$ cat config.mk
export PLATFORM = sky130hd
export DESIGN_NAME = router_node
export DESIGN_NICKNAME = d
export VERILOG_FILES = /design/src/hw/flit_pkg.sv /design/src/hw/router_pkg.sv /design/src/hw/flit_fifo.sv /design/src/hw/input_controller.sv /design/src/hw/output_arbiter.sv /design/src/hw/router_node.sv
export SDC_FILE = /design/constraint.sdc
export NUM_CORES = 1
export LEC_CHECK = 0
export CAP_MARGIN = 20
export CORE_ASPECT_RATIO = 1.1
export CORE_MARGIN = 2
export CORE_UTILIZATION = 35
export DETAILED_ROUTE_END_ITERATION = 12
export DONT_BUFFER_PORTS = 1
export PLACE_DENSITY = 0.51
export SETUP_SLACK_MARGIN = 0.3
export SLEW_MARGIN = 15
export SYNTH_ARGS = -nofsm -noshare
export SYNTH_HDL_FRONTEND = slang
export SYNTH_SLANG_ARGS = --single-unit
$ cat constraint.sdc
create_clock -name clk -period 3.8 [get_ports clk]
set_clock_uncertainty 0.15 [all_clocks]
set_input_delay 0.19 -clock clk [delete_from_list [all_inputs] [get_ports clk]]
set_output_delay 0.19 -clock clk [all_outputs]
set_load 0.1 [all_outputs]
$ cat src/hw/flit_pkg.sv
// Flit widths, header and body field layouts, flit union type
package flit_pkg;

	localparam int flit_w  = 11; // Tail flag plus one field
	localparam int field_w = 10; // Hop count or payload

	// Header view, hop count is two's complement
	typedef struct packed {
		logic                      tail;
		logic signed [field_w-1:0] hop;
	} flit_hdr_t;

	// Body view, raw payload bits
	typedef struct packed {
		logic               tail;
		logic [field_w-1:0] payload;
	} flit_body_t;

	// One 11-bit word, decoded by position in the packet
	typedef union packed {
		flit_hdr_t  hdr;
		flit_body_t body;
	} flit_t;

endpackage

$ cat src/hw/router_pkg.sv
// Router port count, FIFO sizing, input controller state encoding
package router_pkg;

	localparam int num_ports  = 2;
	localparam int fifo_depth = 4; // Flits per input buffer
	localparam int fifo_aw    = 2; // log2 of fifo_depth

	// Input controller FSM states
	typedef enum logic [1:0] {
		idle   = 2'b00, // Waiting for a flit
		parse  = 2'b01, // Header at FIFO head
		send_0 = 2'b10, // Body flits to output 0
		send_1 = 2'b11  // Body flits to output 1
	} ctrl_state_t;

endpackage

$ cat src/hw/flit_fifo.sv
// Input flit FIFO with valid/ready write side and empty/read pop side
`timescale 1ns/1ps

module flit_fifo (
	input  logic            clk,
	input  logic            reset,
	input  logic            wr_valid,
	input  flit_pkg::flit_t wr_data,
	output logic            wr_ready,
	input  logic            read,
	output logic            empty,
	output flit_pkg::flit_t head
);
	import flit_pkg::*;
	import router_pkg::*;

	logic [flit_w-1:0]  mem [fifo_depth];
	logic [fifo_aw-1:0] wr_ptr;
	logic [fifo_aw-1:0] rd_ptr;
	logic [fifo_aw:0]   count;
	logic               full;
	logic               push;
	logic               pop;

	assign full     = (count == (fifo_aw + 1)'(fifo_depth));
	assign empty    = (count == '0);
	assign wr_ready = ~full;
	assign push     = wr_valid & wr_ready;
	assign pop      = read & ~empty; // A stray read on empty is ignored
	assign head     = mem[rd_ptr];

	always_ff @(posedge clk) begin
		if (push)
			mem[wr_ptr] <= wr_data;
	end

	// Pointers wrap on their own, depth is a power of two
	always_ff @(posedge clk) begin
		if (reset) begin
			wr_ptr <= '0;
			rd_ptr <= '0;
			count  <= '0;
		end else begin
			if (push)
				wr_ptr <= wr_ptr + 1'b1;
			if (pop)
				rd_ptr <= rd_ptr + 1'b1;
			case ({push, pop})
				2'b10:   count <= count + 1'b1;
				2'b01:   count <= count - 1'b1;
				default: count <= count; // Push and pop cancel out
			endcase
		end
	end

endmodule

$ cat src/hw/input_controller.sv
// Input controller FSM: header parse, route select, hop rewrite, packet forwarding
`timescale 1ns/1ps

module input_controller (
	input  logic            clk,
	input  logic            reset,
	input  logic            empty,
	input  flit_pkg::flit_t head,
	input  logic            ready_0,
	input  logic            ready_1,
	output logic            read,
	output logic            req_0,
	output logic            req_1,
	output flit_pkg::flit_t data_out
);
	import flit_pkg::*;
	import router_pkg::*;

	ctrl_state_t               state;
	ctrl_state_t               next_state;
	logic signed [field_w-1:0] hop;
	logic                      go_up; // Header leaves on output 1

	assign hop   = head.hdr.hop;
	assign go_up = (hop > 0);

	always_ff @(posedge clk) begin
		if (reset)
			state <= idle;
		else
			state <= next_state;
	end

	always_comb begin
		next_state = state;
		read       = 1'b0;
		req_0      = 1'b0;
		req_1      = 1'b0;
		data_out   = head;

		case (state)
			idle: begin
				if (!empty)
					next_state = parse;
			end

			parse: begin
				if (empty) begin
					next_state = idle; // Tail popped and nothing behind it
				end else if (go_up) begin
					req_1            = 1'b1;
					read             = ready_1;
					data_out.hdr.hop = hop - field_w'(1); // One hop used up
					if (ready_1)
						next_state = head.hdr.tail ? parse : send_1;
				end else begin
					req_0            = 1'b1;
					read             = ready_0;
					data_out.hdr.hop = -hop;
					if (ready_0)
						next_state = head.hdr.tail ? parse : send_0;
				end
			end

			send_0: begin
				req_0 = ~empty;
				read  = ~empty & ready_0;
				// Next header, if any, is parsed right after the tail
				if (read && head.body.tail)
					next_state = parse;
			end

			send_1: begin
				req_1 = ~empty;
				read  = ~empty & ready_1;
				if (read && head.body.tail)
					next_state = parse;
			end

			default: next_state = idle;
		endcase
	end

endmodule

$ cat src/hw/output_arbiter.sv
// Output arbiter: round-robin grant held for a whole packet, output mux
`timescale 1ns/1ps

module output_arbiter (
	input  logic            clk,
	input  logic            reset,
	input  logic            req_0,
	input  logic            req_1,
	input  logic            read_0,
	input  logic            read_1,
	input  flit_pkg::flit_t flit_0,
	input  flit_pkg::flit_t flit_1,
	input  logic            out_ready,
	output logic            ready_0,
	output logic            ready_1,
	output logic            out_valid,
	output flit_pkg::flit_t out_data
);
	import router_pkg::*;

	logic                 locked;
	logic [num_ports-1:0] lock_grant; // Held grant while locked
	logic [num_ports-1:0] grant;      // One-hot, bit i for controller i
	logic                 rr_ptr;     // High means input 1 goes first
	logic                 xfer;
	logic                 tail_xfer;

	always_comb begin
		if (locked)
			grant = lock_grant;
		else if (req_0 && req_1)
			grant = rr_ptr ? 2'b10 : 2'b01;
		else
			grant = {req_1, req_0}; // Lone request wins at once
	end

	assign ready_0   = grant[0] & out_ready;
	assign ready_1   = grant[1] & out_ready;
	assign out_valid = (grant[0] & req_0) | (grant[1] & req_1);
	assign out_data  = grant[1] ? flit_1 : flit_0;

	// A pop by the granted controller is a transfer on the output
	assign xfer      = (grant[0] & read_0) | (grant[1] & read_1);
	assign tail_xfer = xfer & out_data.body.tail;

	// Lock as soon as a flit is offered so the data holds under stall
	always_ff @(posedge clk) begin
		if (reset) begin
			locked     <= 1'b0;
			lock_grant <= '0;
			rr_ptr     <= 1'b0;
		end else if (tail_xfer) begin
			locked     <= 1'b0;
			lock_grant <= '0;
			rr_ptr     <= grant[0]; // Other input first next time
		end else if (!locked && out_valid) begin
			locked     <= 1'b1;
			lock_grant <= grant;
		end
	end

endmodule

$ cat src/hw/router_node.sv
// Two-port wormhole router node: input FIFOs, input controllers, output arbiters
`timescale 1ns/1ps

module router_node (
	input  logic            clk,
	input  logic            reset,
	input  logic            in_valid_0,
	input  flit_pkg::flit_t in_data_0,
	output logic            in_ready_0,
	input  logic            in_valid_1,
	input  flit_pkg::flit_t in_data_1,
	output logic            in_ready_1,
	output logic            out_valid_0,
	output flit_pkg::flit_t out_data_0,
	input  logic            out_ready_0,
	output logic            out_valid_1,
	output flit_pkg::flit_t out_data_1,
	input  logic            out_ready_1
);
	import flit_pkg::*;

	flit_t head_0;
	flit_t head_1;
	flit_t flit_0;   // Controller 0 outgoing flit
	flit_t flit_1;
	logic  empty_0;
	logic  empty_1;
	logic  read_0;
	logic  read_1;
	logic  req_0_0;  // req_<input>_<output>
	logic  req_0_1;
	logic  req_1_0;
	logic  req_1_1;
	logic  rdy_0_0;  // rdy_<input>_<output>
	logic  rdy_0_1;
	logic  rdy_1_0;
	logic  rdy_1_1;

	flit_fifo fifo_0 (
		.clk(clk), .reset(reset),
		.wr_valid(in_valid_0), .wr_data(in_data_0), .wr_ready(in_ready_0),
		.read(read_0), .empty(empty_0), .head(head_0)
	);

	flit_fifo fifo_1 (
		.clk(clk), .reset(reset),
		.wr_valid(in_valid_1), .wr_data(in_data_1), .wr_ready(in_ready_1),
		.read(read_1), .empty(empty_1), .head(head_1)
	);

	input_controller ctrl_0 (
		.clk(clk), .reset(reset), .empty(empty_0), .head(head_0),
		.ready_0(rdy_0_0), .ready_1(rdy_0_1),
		.read(read_0), .req_0(req_0_0), .req_1(req_0_1), .data_out(flit_0)
	);

	input_controller ctrl_1 (
		.clk(clk), .reset(reset), .empty(empty_1), .head(head_1),
		.ready_0(rdy_1_0), .ready_1(rdy_1_1),
		.read(read_1), .req_0(req_1_0), .req_1(req_1_1), .data_out(flit_1)
	);

	// Both controllers cross into both arbiters
	output_arbiter arb_0 (
		.clk(clk), .reset(reset),
		.req_0(req_0_0), .req_1(req_1_0), .read_0(read_0), .read_1(read_1),
		.flit_0(flit_0), .flit_1(flit_1), .out_ready(out_ready_0),
		.ready_0(rdy_0_0), .ready_1(rdy_1_0),
		.out_valid(out_valid_0), .out_data(out_data_0)
	);

	output_arbiter arb_1 (
		.clk(clk), .reset(reset),
		.req_0(req_0_1), .req_1(req_1_1), .read_0(read_0), .read_1(read_1),
		.flit_0(flit_0), .flit_1(flit_1), .out_ready(out_ready_1),
		.ready_0(rdy_0_1), .ready_1(rdy_1_1),
		.out_valid(out_valid_1), .out_data(out_data_1)
	);

endmodule

Word level (Yosys, flattened, before mapping)
Memories as Yosys holds them, arrays and structs flattened. A register that Yosys moved wholly into a read port is not among the register bits.
Cells that the tools add are included.
{"block": "totals", "register_bits": 26, "mem_bits_rw": 88, "output_inout_bits": 26, "wordCells": 164, "n_memories": 2}
{"memory": "fifo_0.mem", "words": 4, "word_bits": 11, "rd": 1, "rd_clocked_by_memory_dff": 1, "write_ports": 1, "line": "flit_fifo.sv:17", "rtl": "logic [flit_w-1:0] mem [fifo_depth];"}
{"memory": "fifo_1.mem", "words": 4, "word_bits": 11, "rd": 1, "rd_clocked_by_memory_dff": 1, "write_ports": 1, "line": "flit_fifo.sv:17"}
{"block": "classes", "add_sub_neg": 12, "n_lt_le_gt_ge": 2, "eq_ne": 22, "muxes": 62, "n_bitwise": 30, "reduce_logical": 20}
{"op": "2-to-1 mux 10 bit", "count": 6}
{"op": "2-to-1 mux 2 bit", "count": 28}
{"op": "AND 1 bit", "count": 22}
{"op": "2-to-1 mux 11 bit", "count": 2}
{"op": "greater-than comparator 10 x 1 -> 1 bit, second input constant", "count": 2}
{"op": "negation 10 bit", "count": 2}
{"op": "subtractor 10 x 2 -> 10 bit, second input constant", "count": 2}
{"op": "2-to-1 mux 1 bit", "count": 16}
{"op": "case mux 2 bit (4 select lines)", "count": 2}
{"op": "== test 2 bit, second input constant", "count": 6}
{"op": "case mux 3 bit (2 select lines)", "count": 2}
{"op": "AND reduction 5 bit", "count": 2}
{"op": "adder 2 x 1 -> 2 bit, second input constant", "count": 4}
{"op": "== test 2 x 1 -> 1 bit, second input constant", "count": 4}
{"op": "logical AND 1 bit", "count": 8}
{"op": "!= test 2 x 1 -> 1 bit, second input constant", "count": 4}
{"op": "!= test 4 x 1 -> 1 bit, second input constant", "count": 2}
{"op": "!= test 4 x 2 -> 1 bit, second input constant", "count": 2}
{"op": "case mux 1 bit (2 select lines)", "count": 4}
{"op": "adder 3 x 1 -> 3 bit, second input constant", "count": 2}
{"op": "== test 3 bit, second input constant", "count": 2}
{"op": "zero test 3 bit", "count": 2}
{"op": "case mux 1 bit (3 select lines)", "count": 2}
{"op": "subtractor 3 x 1 -> 3 bit, second input constant", "count": 2}
{"op": "7 further kinds", "count": 18}

Longest topological paths before layout
Gate-level depths: netlist (run 1).
{"block": "depth", "word_depth": 15, "depth_mapped": 18, "depth_no_buf": 16}

Cells and area by module
A second synthesis (run 1) with hierarchy kept.
{"block": "hier_totals", "hier_cells": 511, "hier_area_um2": 6508.7}
{"mod": "flit_fifo", "n_inst": 2, "cells_per_inst": 111, "area_per_inst_um2": 2077.0, "seq_area_each_um2": 1501.4}
{"mod": "output_arbiter", "n_inst": 2, "cells_per_inst": 46, "area_per_inst_um2": 431.7, "seq_area_each_um2": 80.1}
{"mod": "input_controller at ctrl_1", "n_inst": 1, "cells_per_inst": 99, "area_per_inst_um2": 755.7, "seq_area_each_um2": 40.0}
{"mod": "input_controller at ctrl_0", "n_inst": 1, "cells_per_inst": 98, "area_per_inst_um2": 735.7, "seq_area_each_um2": 40.0}

Worst setup path after synthesis (run 1)
No wires, ideal clock.
{"block": "synth_path", "path_type": "register to output", "from": "register with a tool-made name", "to": "output port out_data_1[0] (netlist name)", "t_arrival_ns": 4.523, "t_required_ns": 3.460, "setup_slack_ns": -1.063, "stages_incl_launch_ff": 14, "path_cell_list": "dfxtp_1 > clkbuf_1 > clkbuf_1 > mux4_2 > inv_1 > ha_1 > nand2_1 > nor3_1 > o211ai_1 > a22o_1 > o21ba_2 > buf_2 > buf_2 > mux2i_1"}
{"item": "end, declared", "line": "router_node.sv:17", "rtl": "output flit_pkg::flit_t out_data_1,"}

==> results of run 1 <==
==> synth_stat cells, types with 2 or more instances <==
| cell type | number |
|---|---|
| o311ai_0 | 2 |
| nor2_1 | 59 |
| or4_1 | 4 |
| buf_2 | 6 |
| o21ai_1 | 2 |
| o21a_1 | 4 |
| a2111oi_1 | 2 |
| o21ai_0 | 16 |
| a21boi_0 | 4 |
| o31a_1 | 3 |
| xor2_1 | 7 |
| dfxtp_1 | 30 |
| o211ai_1 | 2 |
| nor3_1 | 16 |
| a211o_1 | 4 |
| a41oi_1 | 2 |
| a211oi_2 | 2 |
| a21oi_1 | 26 |
| clkbuf_1 | 16 |
| mux2_2 | 7 |
| fa_1 | 2 |
| edfxtp_1 | 88 |
| inv_1 | 32 |
| nor3b_1 | 2 |
| a2bb2oi_1 | 3 |
| nor4_1 | 4 |
| ha_1 | 24 |
| xnor2_1 | 23 |
| nand3_1 | 8 |
| nand2_1 | 32 |
| o31ai_1 | 7 |
| mux4_2 | 19 |
| nand3b_1 | 2 |
| and2_1 | 2 |
| mux2i_1 | 28 |
| nor2b_1 | 2 |
| and3_1 | 11 |
| or3_1 | 10 |
| a311oi_1 | 2 |
| a31oi_1 | 3 |
| nand2b_1 | 3 |
| or2_2 | 3 |
| a211oi_1 | 5 |
==> cells in the final DEF (no fill, tap or decap), types with 13 or more instances in the layout <==
master and n:
edfxtp_1 88, buf_4 69, nor2_1 46, buf_12 28, dfxtp_1 27, nand2_1 26
inv_1 26, dlygate4sd3_1 25, ha_1 20, mux4_2 19, a21oi_1 19, mux2i_4 19
clkbuf_16 17, buf_6 14, nor3_1 13
==> sequential cells by signal, summed over array words and instances (netlist names), 3 cells and up, named ones only <==
signal and cells:
fifo_0.mem 44, fifo_1.count 3, fifo_1.mem 44, fifo_0.count 3
==> stage by stage <==
stage	cells	hold slack (ps)	worst slack, ps
after floorplan	551	139	-1.34
after global placement	837	113	33.0
after detailed placement	837	113	-61.3
after CTS	915	37.0	-116
after global routing	936	21.1	-230
final	936	15.6	-118
==> worst min-delay path, stage by stage <==
cell and delay, ps:
a41oi_2 170, o311ai_1 110, o31ai_1 70
==> timing repair <==
action | CTS | global route
resized for setup | 64 | 64
setup buffers | 20 | 20
endpoints found under the hold margin | 118 | 0
hold buffers | 25 | 0
pin swaps | 20 | 47
cloned | 1 | 0
endpoints found under the setup margin | 38 | 45
==> layout make-up <==
cell class | instances | area (µm²)
Clock buffer | 22 | 444
Clock inverter | 10 | 82.6
Fill cell | 1487 | 8290
Inverter | 33 | 124
Multi-Input combinational cell | 377 | 3780
Sequential cell | 118 | 3250
Tap cell | 238 | 298
Timing Repair Buffer | 138 | 1530
==> metal layers <==
layer  global-route usage, %  vias up  wire length, µm
met1                    22.4     2430             7600
met4                    6.34        0              136
li1                        -     2329                -
met3                    4.25        8              663
met2                    26.3       90             7990
met5                       0        -                0
==> cells by family (layout without fill, tap and decap cells) <==
group | after synthesis | count (layout) | share of synthesized area, %
AO/OA/AOI/OAI | 101 | 101 | 11.3
XOR/XNOR | 30 | 30 | 4.11
adder cells (fa/ha/maj) | 26 | 26 | 5.32
buffers and inverters | 56 | 203 | 3.52
flip-flops | 118 | 118 | 50.7
multiplexers | 54 | 54 | 12.3
AND/OR/NAND/NOR | 166 | 166 | 12.7
==> where the power goes <==
group          internal, µW  switching, µW  total [µW]  leakage (µW)
clock                   888            547        1440      0.000245
combinational           706           1030        1740       0.00202
sequential             1460           39.4        1500       0.00105
==> worst paths after layout <==
| path | to | slack, ps | cells after the start |
|---|---|---|---|
| max | fifo_0.count[2] | -120 | 17 |
| max reg2reg | fifo_0.count[2] | -120 | 17 |
| min reg2reg | fifo_0.rd_ptr[1] | 340 | 2 |
| min | ctrl_1.state[1] | 20 | 3 |
==> results.json, run 1 <==
{
  "post_dp_cell_area_mm2": 0.00777,
  "cp_slowest_cell": "mux4_2",
  "worst-slew-pin-transition_ps": 670,
  "yosysSeqAreaShare_pct": 50.7,
  "violations": "setup timing",
  "firstDrtPassIters": 5,
  "place_congestion": 0.853,
  "synthesis.instances": 551,
  "overflow": 0,
  "grt_setup_unrepaired": "true",
  "clock_sinks": 118,
  "ant_nets": 0,
  "ys_async_sr_fraction_pct": 0,
  "die-area_mm2": 0.0194,
  "ctsHtreeMaxLevel": 4,
  "leakage_uw": 0.00332,
  "crit_type": "flip-flop to flip-flop",
  "yosys.area.top_type": "edfxtp_1",
  "core_mm2": 0.0178,
  "pin_count": 54,
  "worstPathRequired_ps": 3990,
  "clk_latency_ps": 410,
  "ys_ff_latch": 118,
  "crit_path_start_kind": "flip-flop",
  "cts_tree": "built",
  "yosysTopAreaCellShare_pct": 41.3,
  "viasPerCell": 5.19,
  "yosys_most_used_dff": "edfxtp_1",
  "synth.area.top_cells": "edfxtp_1 (41%), dfxtp_1 (9.4%), mux4_2 (6.7%)",
  "power.density_mw_per_mm2": 491,
  "cp-end-kind": "flip-flop",
  "power_uw": 4670,
  "grt_max_degree": 28,
  "drt-wirelength-per-cell_um": 17.5,
  "slew-limit-headroom_pct": 54.9,
  "crit_chain": "mux4_2 -> inv_2 -> ha_4 -> nand2_4 -> or3_4 -> a211oi_4 -> buf_4 -> o31a_1 -> and4b_1 -> a21oi_2 -> inv_2 -> ha_4 -> inv_2 -> fa_2 -> xor2_1 -> or3_1 -> a21oi_1",
  "worstHoldStart": "out_ready_1",
  "num_rows": 51,
  "final_nets": 739,
  "drt-initial-drc-count": 238,
  "critPathBufInv": 4,
  "ys.warnings.count": 0,
  "fin_tns_setup_ps": -758,
  "synth-edff-count": 88,
  "path_delay_family": "simple AND/OR/NAND/NOR gates",
  "dpl.hpwl_um": 11500,
  "place.port_buffers": 0,
  "grt_pass1_wl_um": 25100,
  "hold_violations": 0,
  "synth_area_mm2": 0.00639,
  "cts_made_buffers": 17,
  "die_w_um": 133,
  "stdcell_area_mm2": 0.00951,
  "fin_util_pct": 53.4,
  "synth_nets": 605,
  "synth_area_per_cell_um2": 11.6,
  "cap_violations": 0,
  "antenna_cells": 0,
  "clk_pin_slew_ps": 60,
  "start_util_pct": 35.9,
  "status": "finished with violations",
  "crit_top_cell": "inv_2",
  "num_vias": 4857,
  "min_period_ps": 3920,
  "cts-root-buf": "clkbuf_16",
  "drive_above_1_share_pct": 41.1,
  "ir_drop_v": 0.000296,
  "crit_arrival_ps": 4110,
  "grt_antenna_before_repair": 0,
  "grtUsageTotal_pct": 16.8,
  "areaGrowthSynthToFinish_pct": 48.7,
  "synth_cell_types": 65,
  "drt_drc_violations_left": 0,
  "wirelength_um": 16400,
  "setup_slack_ps": -118,
  "grt_pass1_vias": 4780,
  "hp-class": "primary input to flip-flop",
  "die_h_um": 146,
  "timing.fmax_mhz": 255,
  "critPathMaxStageDelay_ps": 530,
  "finalCritPeriodShare_pct": 103,
  "setup_viol": 12,
  "crit_fanout": 7,
  "clockBufferDepth": 2,
  "slew_violations": 0
}
Note: power is estimated with default switching activity, not from simulation.
==> run 2, diff against run 1 <==
Settings changed: PLACE_DENSITY 0.51 to default, PLACE_DENSITY_LB_ADDON from default to 0.1.
==> run 2 against run 1 <==
The flow finishes with violations (hold timing, setup timing). Combinational power is essentially flat. Critical path depth shrank 1. Sequential share of layout area shrank 0.34 points. Sequential power is essentially flat. Via count grew 0.86%. Flip-flop and latch count is the same. Wire length grew 0.90%. Global-route usage grew 0.65 points. Clock power grew 9%. Power grew 2.6%.
==> results.json, run 2 (same netlist as run 1, synthesis figures left out) <==
{
  "clockBufferDepth": 2,
  "p_int_uw": 3180,
  "hp-class": "primary input to flip-flop",
  "drt_drc_violations_left": 0,
  "status": "finished with violations",
  "num_rows": 51,
  "grt_pass1_vias": 4935,
  "layout_common_cells": "edfxtp_1 (88), buf_4 (82), nor2_1 (48)",
  "seq_power_share_pct": 31.2,
  "hold_violations": 23,
  "worstPathRequired_ps": 3990,
  "power_uw": 4790,
  "wirelength_um": 16500,
  "cp-end-kind": "flip-flop",
  "dp_cells": 847,
  "antenna_cells": 0,
  "crit_path_start_kind": "flip-flop",
  "firstDrtPassIters": 4,
  "ir_drop_v": 0.000282,
  "place_congestion": 0.842,
  "clk_latency_ps": 420,
  "ant_nets": 0,
  "min_period_ps": 3890,
  "grt_antenna_before_repair": 0,
  "slew-limit-headroom_pct": 55.6,
  "timing.fmax_mhz": 257,
  "dpl.hpwl_um": 11700,
  "hold_buffers": 30,
  "worst-slew-pin-transition_ps": 666,
  "cts-root-buf": "clkbuf_16",
  "final_cells": 951,
  "clock_sinks": 118,
  "dp_slack_ps": -141,
  "grt_max_degree": 28,
  "violations": "hold timing, setup timing",
  "crit_arrival_ps": 4080,
  "fillers": 1480,
  "num_vias": 4899,
  "ctsHtreeMaxLevel": 4,
  "clk_pin_slew_ps": 50,
  "leakage_uw": 0.00341,
  "drt-wirelength-per-cell_um": 17.4,
  "overflow": 0,
  "areaGrowthSynthToFinish_pct": 50.2,
  "place.port_buffers": 0,
  "cts_made_buffers": 17,
  "clkPwrFrac_pct": 32.7,
  "final_nets": 755,
  "cts_tree": "built",
  "grt_pass1_wl_um": 26200,
  "crit_type": "flip-flop to flip-flop",
  "die_w_um": 133,
  "power.density_mw_per_mm2": 499,
  "setup_viol": 15,
  "die_h_um": 146,
  "slew_violations": 0,
  "comb_power_share_pct": 36.1,
  "die-area_mm2": 0.0194,
  "core_mm2": 0.0178,
  "sw_frac_of_total_pct": 33.6,
  "start_util_pct": 35.9,
  "top_regs": "fifo_0.mem x44, fifo_1.mem x44",
  "crit_fanout": 8,
  "p_sw_uw": 1610,
  "grtUsageTotal_pct": 17.4,
  "worst_hold_slack_ps": -311,
  "drive_above_1_share_pct": 41.0,
  "cap_violations": 0,
  "setup_slack_ps": -89.5,
  "pin_count": 54,
  "viasPerCell": 5.15,
  "drt-initial-drc-count": 272,
  "finalCritPeriodShare_pct": 102,
  "grt_setup_unrepaired": "true",
  "final_common_cell": "edfxtp_1"
}
-- run 2: cell count changes in the layout (fill, tap and decap cells not counted), sizes merged --
cell	change
buf	+11
clkbuf	-2
dlygate4sd3	+5
clkinvlp	-3
clkinv	+2
bufinv	+2
-- run 2: layout make-up --
cell class                      instances  area [µm²]  area share [%]
Multi-Input combinational cell        377        3720            38.8
Tap cell                              238         298            3.10
Clock inverter                         11         134            1.39
Clock buffer                           20         437            4.55
Timing Repair Buffer                  154        1640            17.0
Inverter                               33         124            1.29
Sequential cell                       118        3250            33.9
-- run 2: final timing paths --
| path | cells after the start | slack, ps | to | startpoint |
|---|---|---|---|---|
| worst max-delay path | 16 | -90 | fifo_0.count[2] | flip-flop |
| worst min-delay path | 1 | -310 | flip-flop | reset |
| worst max register to register | 16 | -90 | fifo_0.count[2] | flip-flop |
| worst min register to register | 2 | 340 | fifo_0.rd_ptr[1] | fifo_0.rd_ptr[1] |
-- run 2: metrics by stage --
step	setup TNS, ps	utilization (%)	instance area [µm²]
after global routing	-3910	54.0	9610
final	-790	54.0	9610
after global placement	-32.2	44.0	7830
after floorplan	-1.34	-	6820
after CTS	-916	51.9	9230
after detailed placement	-279	44.0	7830
-- run 2: what timing repair did --
item                       4_1_cts  5_1_grt
setup endpoints to repair       40       45
pin swaps                       22       35
hold endpoints to repair       118       23
buffers inserted                25       17
resized for setup               63       55
gates cloned                     1        0
-- run 2: layer usage --
layer	vias to the layer above	track usage [%]	wire [µm]
li1	2351	-	-
met1	2434	22.8	7530
met2	105	28.0	8140
met3	9	4.98	732
met4	0	5.59	141
met5	-	0	0
-- run 2: critical path, cell delays in order (launching register included) --
cell	delay, ps
dfxtp_4	420
buf_4	140
buf_4	110
mux4_2	550
or4_4	460
a211oi_2	190
buf_4	140
o31a_1	140
and4b_1	250
a21oi_2	60
inv_2	90
ha_4	130
inv_2	40
fa_2	330
xor2_1	160
or3_1	310
a21oi_1	150
-- run 2: power by group through the flow --
stage	Combinational [µW]	Sequential, µW	Clock (µW)
2_1_floorplan	1050	1510	0
3_3_place_gp	1480	1520	0
3_5_place_dp	1490	1520	0
4_1_cts	1660	1500	1600
5_1_grt	1810	1500	1660
6_report	1730	1500	1570
==> run 3, diff against run 2 <==
Settings changed: MAX_ROUTING_LAYER from default to met4.
==> run 3 against run 2 <==
The flow still finishes with violations (hold timing, setup timing). Die area unchanged. Power up 0.27%. Non-clock buffer count unchanged. Critical path depth down 1. Utilization about the same. Critical endpoint unchanged. Highest routed layer unchanged.
==> results.json, run 3 (same netlist as run 1, synthesis figures left out) <==
{
  "grtUsageTotal_pct": 17.9,
  "drt_drc_violations_left": 0,
  "drt-wirelength-per-cell_um": 17.4,
  "power_uw": 4810,
  "crit_arrival_ps": 4090,
  "fin_tns_setup_ps": -859,
  "hp-class": "primary input to flip-flop",
  "crit_fanout": 8,
  "wirelength_um": 16600,
  "start_util_pct": 35.9,
  "die-area_mm2": 0.0194,
  "final_nets": 755,
  "areaGrowthSynthToFinish_pct": 50.4,
  "cap_violations": 0,
  "dp_slack_ps": -141,
  "critPathMaxStageDelay_ps": 580,
  "status": "finished with violations",
  "cp-end-kind": "flip-flop",
  "top_regs": "fifo_0.mem x44, fifo_1.mem x44",
  "grt_setup_unrepaired": "true",
  "dpl.hpwl_um": 11700,
  "drt-initial-drc-count": 290,
  "power.density_mw_per_mm2": 500,
  "clock_sinks": 118,
  "min_period_ps": 3890,
  "overflow": 0,
  "timing.fmax_mhz": 257,
  "violations": "hold timing, setup timing",
  "setup_slack_ps": -91.5,
  "setup_viol": 15,
  "final_common_cell": "edfxtp_1",
  "ant_nets": 0,
  "crit_chain": "buf_4 -> mux4_2 -> or4_4 -> a211oi_2 -> buf_4 -> o31a_1 -> and4b_1 -> a21oi_2 -> inv_2 -> ha_4 -> inv_2 -> fa_2 -> xor2_1 -> or3_1 -> a21oi_1",
  "die_w_um": 133,
  "slew-limit-headroom_pct": 54.5,
  "worstPathRequired_ps": 4000,
  "num_rows": 51,
  "hold_violations": 23,
  "ir_drop_v": 0.000289,
  "cts_made_buffers": 17,
  "antenna_cells": 0,
  "cts-root-buf": "clkbuf_16",
  "finalCritPeriodShare_pct": 102,
  "die_h_um": 146,
  "worst-slew-pin-transition_ps": 682,
  "path_delay_family": "simple AND/OR/NAND/NOR gates",
  "viasPerCell": 5.18,
  "place_congestion": 0.856,
  "clk_pin_slew_ps": 50,
  "drive_above_1_share_pct": 41.1,
  "cts_tree": "built",
  "grt_pass1_wl_um": 26200,
  "grt_max_degree": 28,
  "fillers": 1479,
  "num_vias": 4927,
  "pin_count": 54,
  "cp_slowest_cell": "or4_4",
  "firstDrtPassIters": 5,
  "crit_type": "flip-flop to flip-flop",
  "clockBufferDepth": 2,
  "core_mm2": 0.0178,
  "leakage_uw": 0.00341,
  "ctsHtreeMaxLevel": 4,
  "crit_path_start_kind": "flip-flop",
  "slew_violations": 0,
  "worst_hold_slack_ps": -314,
  "clk_latency_ps": 420,
  "place.port_buffers": 0,
  "stdcell_area_mm2": 0.00961,
  "hold_buffers": 30,
  "critPathBufInv": 4,
  "grt_pass1_vias": 4943,
  "grt_antenna_before_repair": 0,
  "post_dp_cell_area_mm2": 0.00783,
  "layout_common_cells": "edfxtp_1 (88), buf_4 (82), nor2_1 (48)"
}
-- run 3: metrics by stage --
| step | std cells | util [%] |
|---|---|---|
| CTS | 934 | 51.9 |
| floorplan | 551 | - |
| global placement | 847 | 44.0 |
| finish | 951 | 54.0 |
| global route | 951 | 54.0 |
| detailed placement | 847 | 44.0 |
-- run 3: final cells by class --
type	count	area, µm²	share of cell area, %
Multi-Input combinational cell	377	3730	38.8
Timing Repair Buffer	154	1640	17.0
Clock buffer	20	437	4.54
Clock inverter	11	134	1.39
Tap cell	238	298	3.10
Inverter	33	124	1.29
Sequential cell	118	3250	33.8
-- run 3: routing by layer --
layer  wire length (µm)  global-route usage [%]  up-vias
li1                   -                       -     2349
met3                801                    5.22       12
met4                193                    5.11        0
met5                  0                       -        -
met1               7510                    22.8     2435
met2               8090                    28.0      131
-- run 3: path summary, 6_finish.rpt --
| check | start | endpoint | slack [ps] | cells after the start |
|---|---|---|---|---|
| worst max-delay path | flip-flop | fifo_0.count[2] | -90 | 15 |
| worst min-delay path | reset | flip-flop | -310 | 1 |
| worst max register to register | flip-flop | fifo_0.count[2] | -90 | 15 |
| worst min register to register | fifo_0.rd_ptr[1] | fifo_0.rd_ptr[1] | 340 | 2 |
-- run 3: report_power, final --
| part | total (µW) | leakage [µW] | internal, µW | switching [µW] |
|---|---|---|---|---|
| combinational | 1730 | 0.00208 | 708 | 1020 |
| clock | 1580 | 0.000278 | 1020 | 562 |
| sequential | 1500 | 0.00105 | 1460 | 38.3 |
-- run 3: timing repair --
item,in CTS,in global routing
resized for setup,63,56
pin swaps,22,34
gates cloned,1,0
buffers inserted,25,17
setup endpoints to repair,40,45
endpoints found under the hold margin,118,23
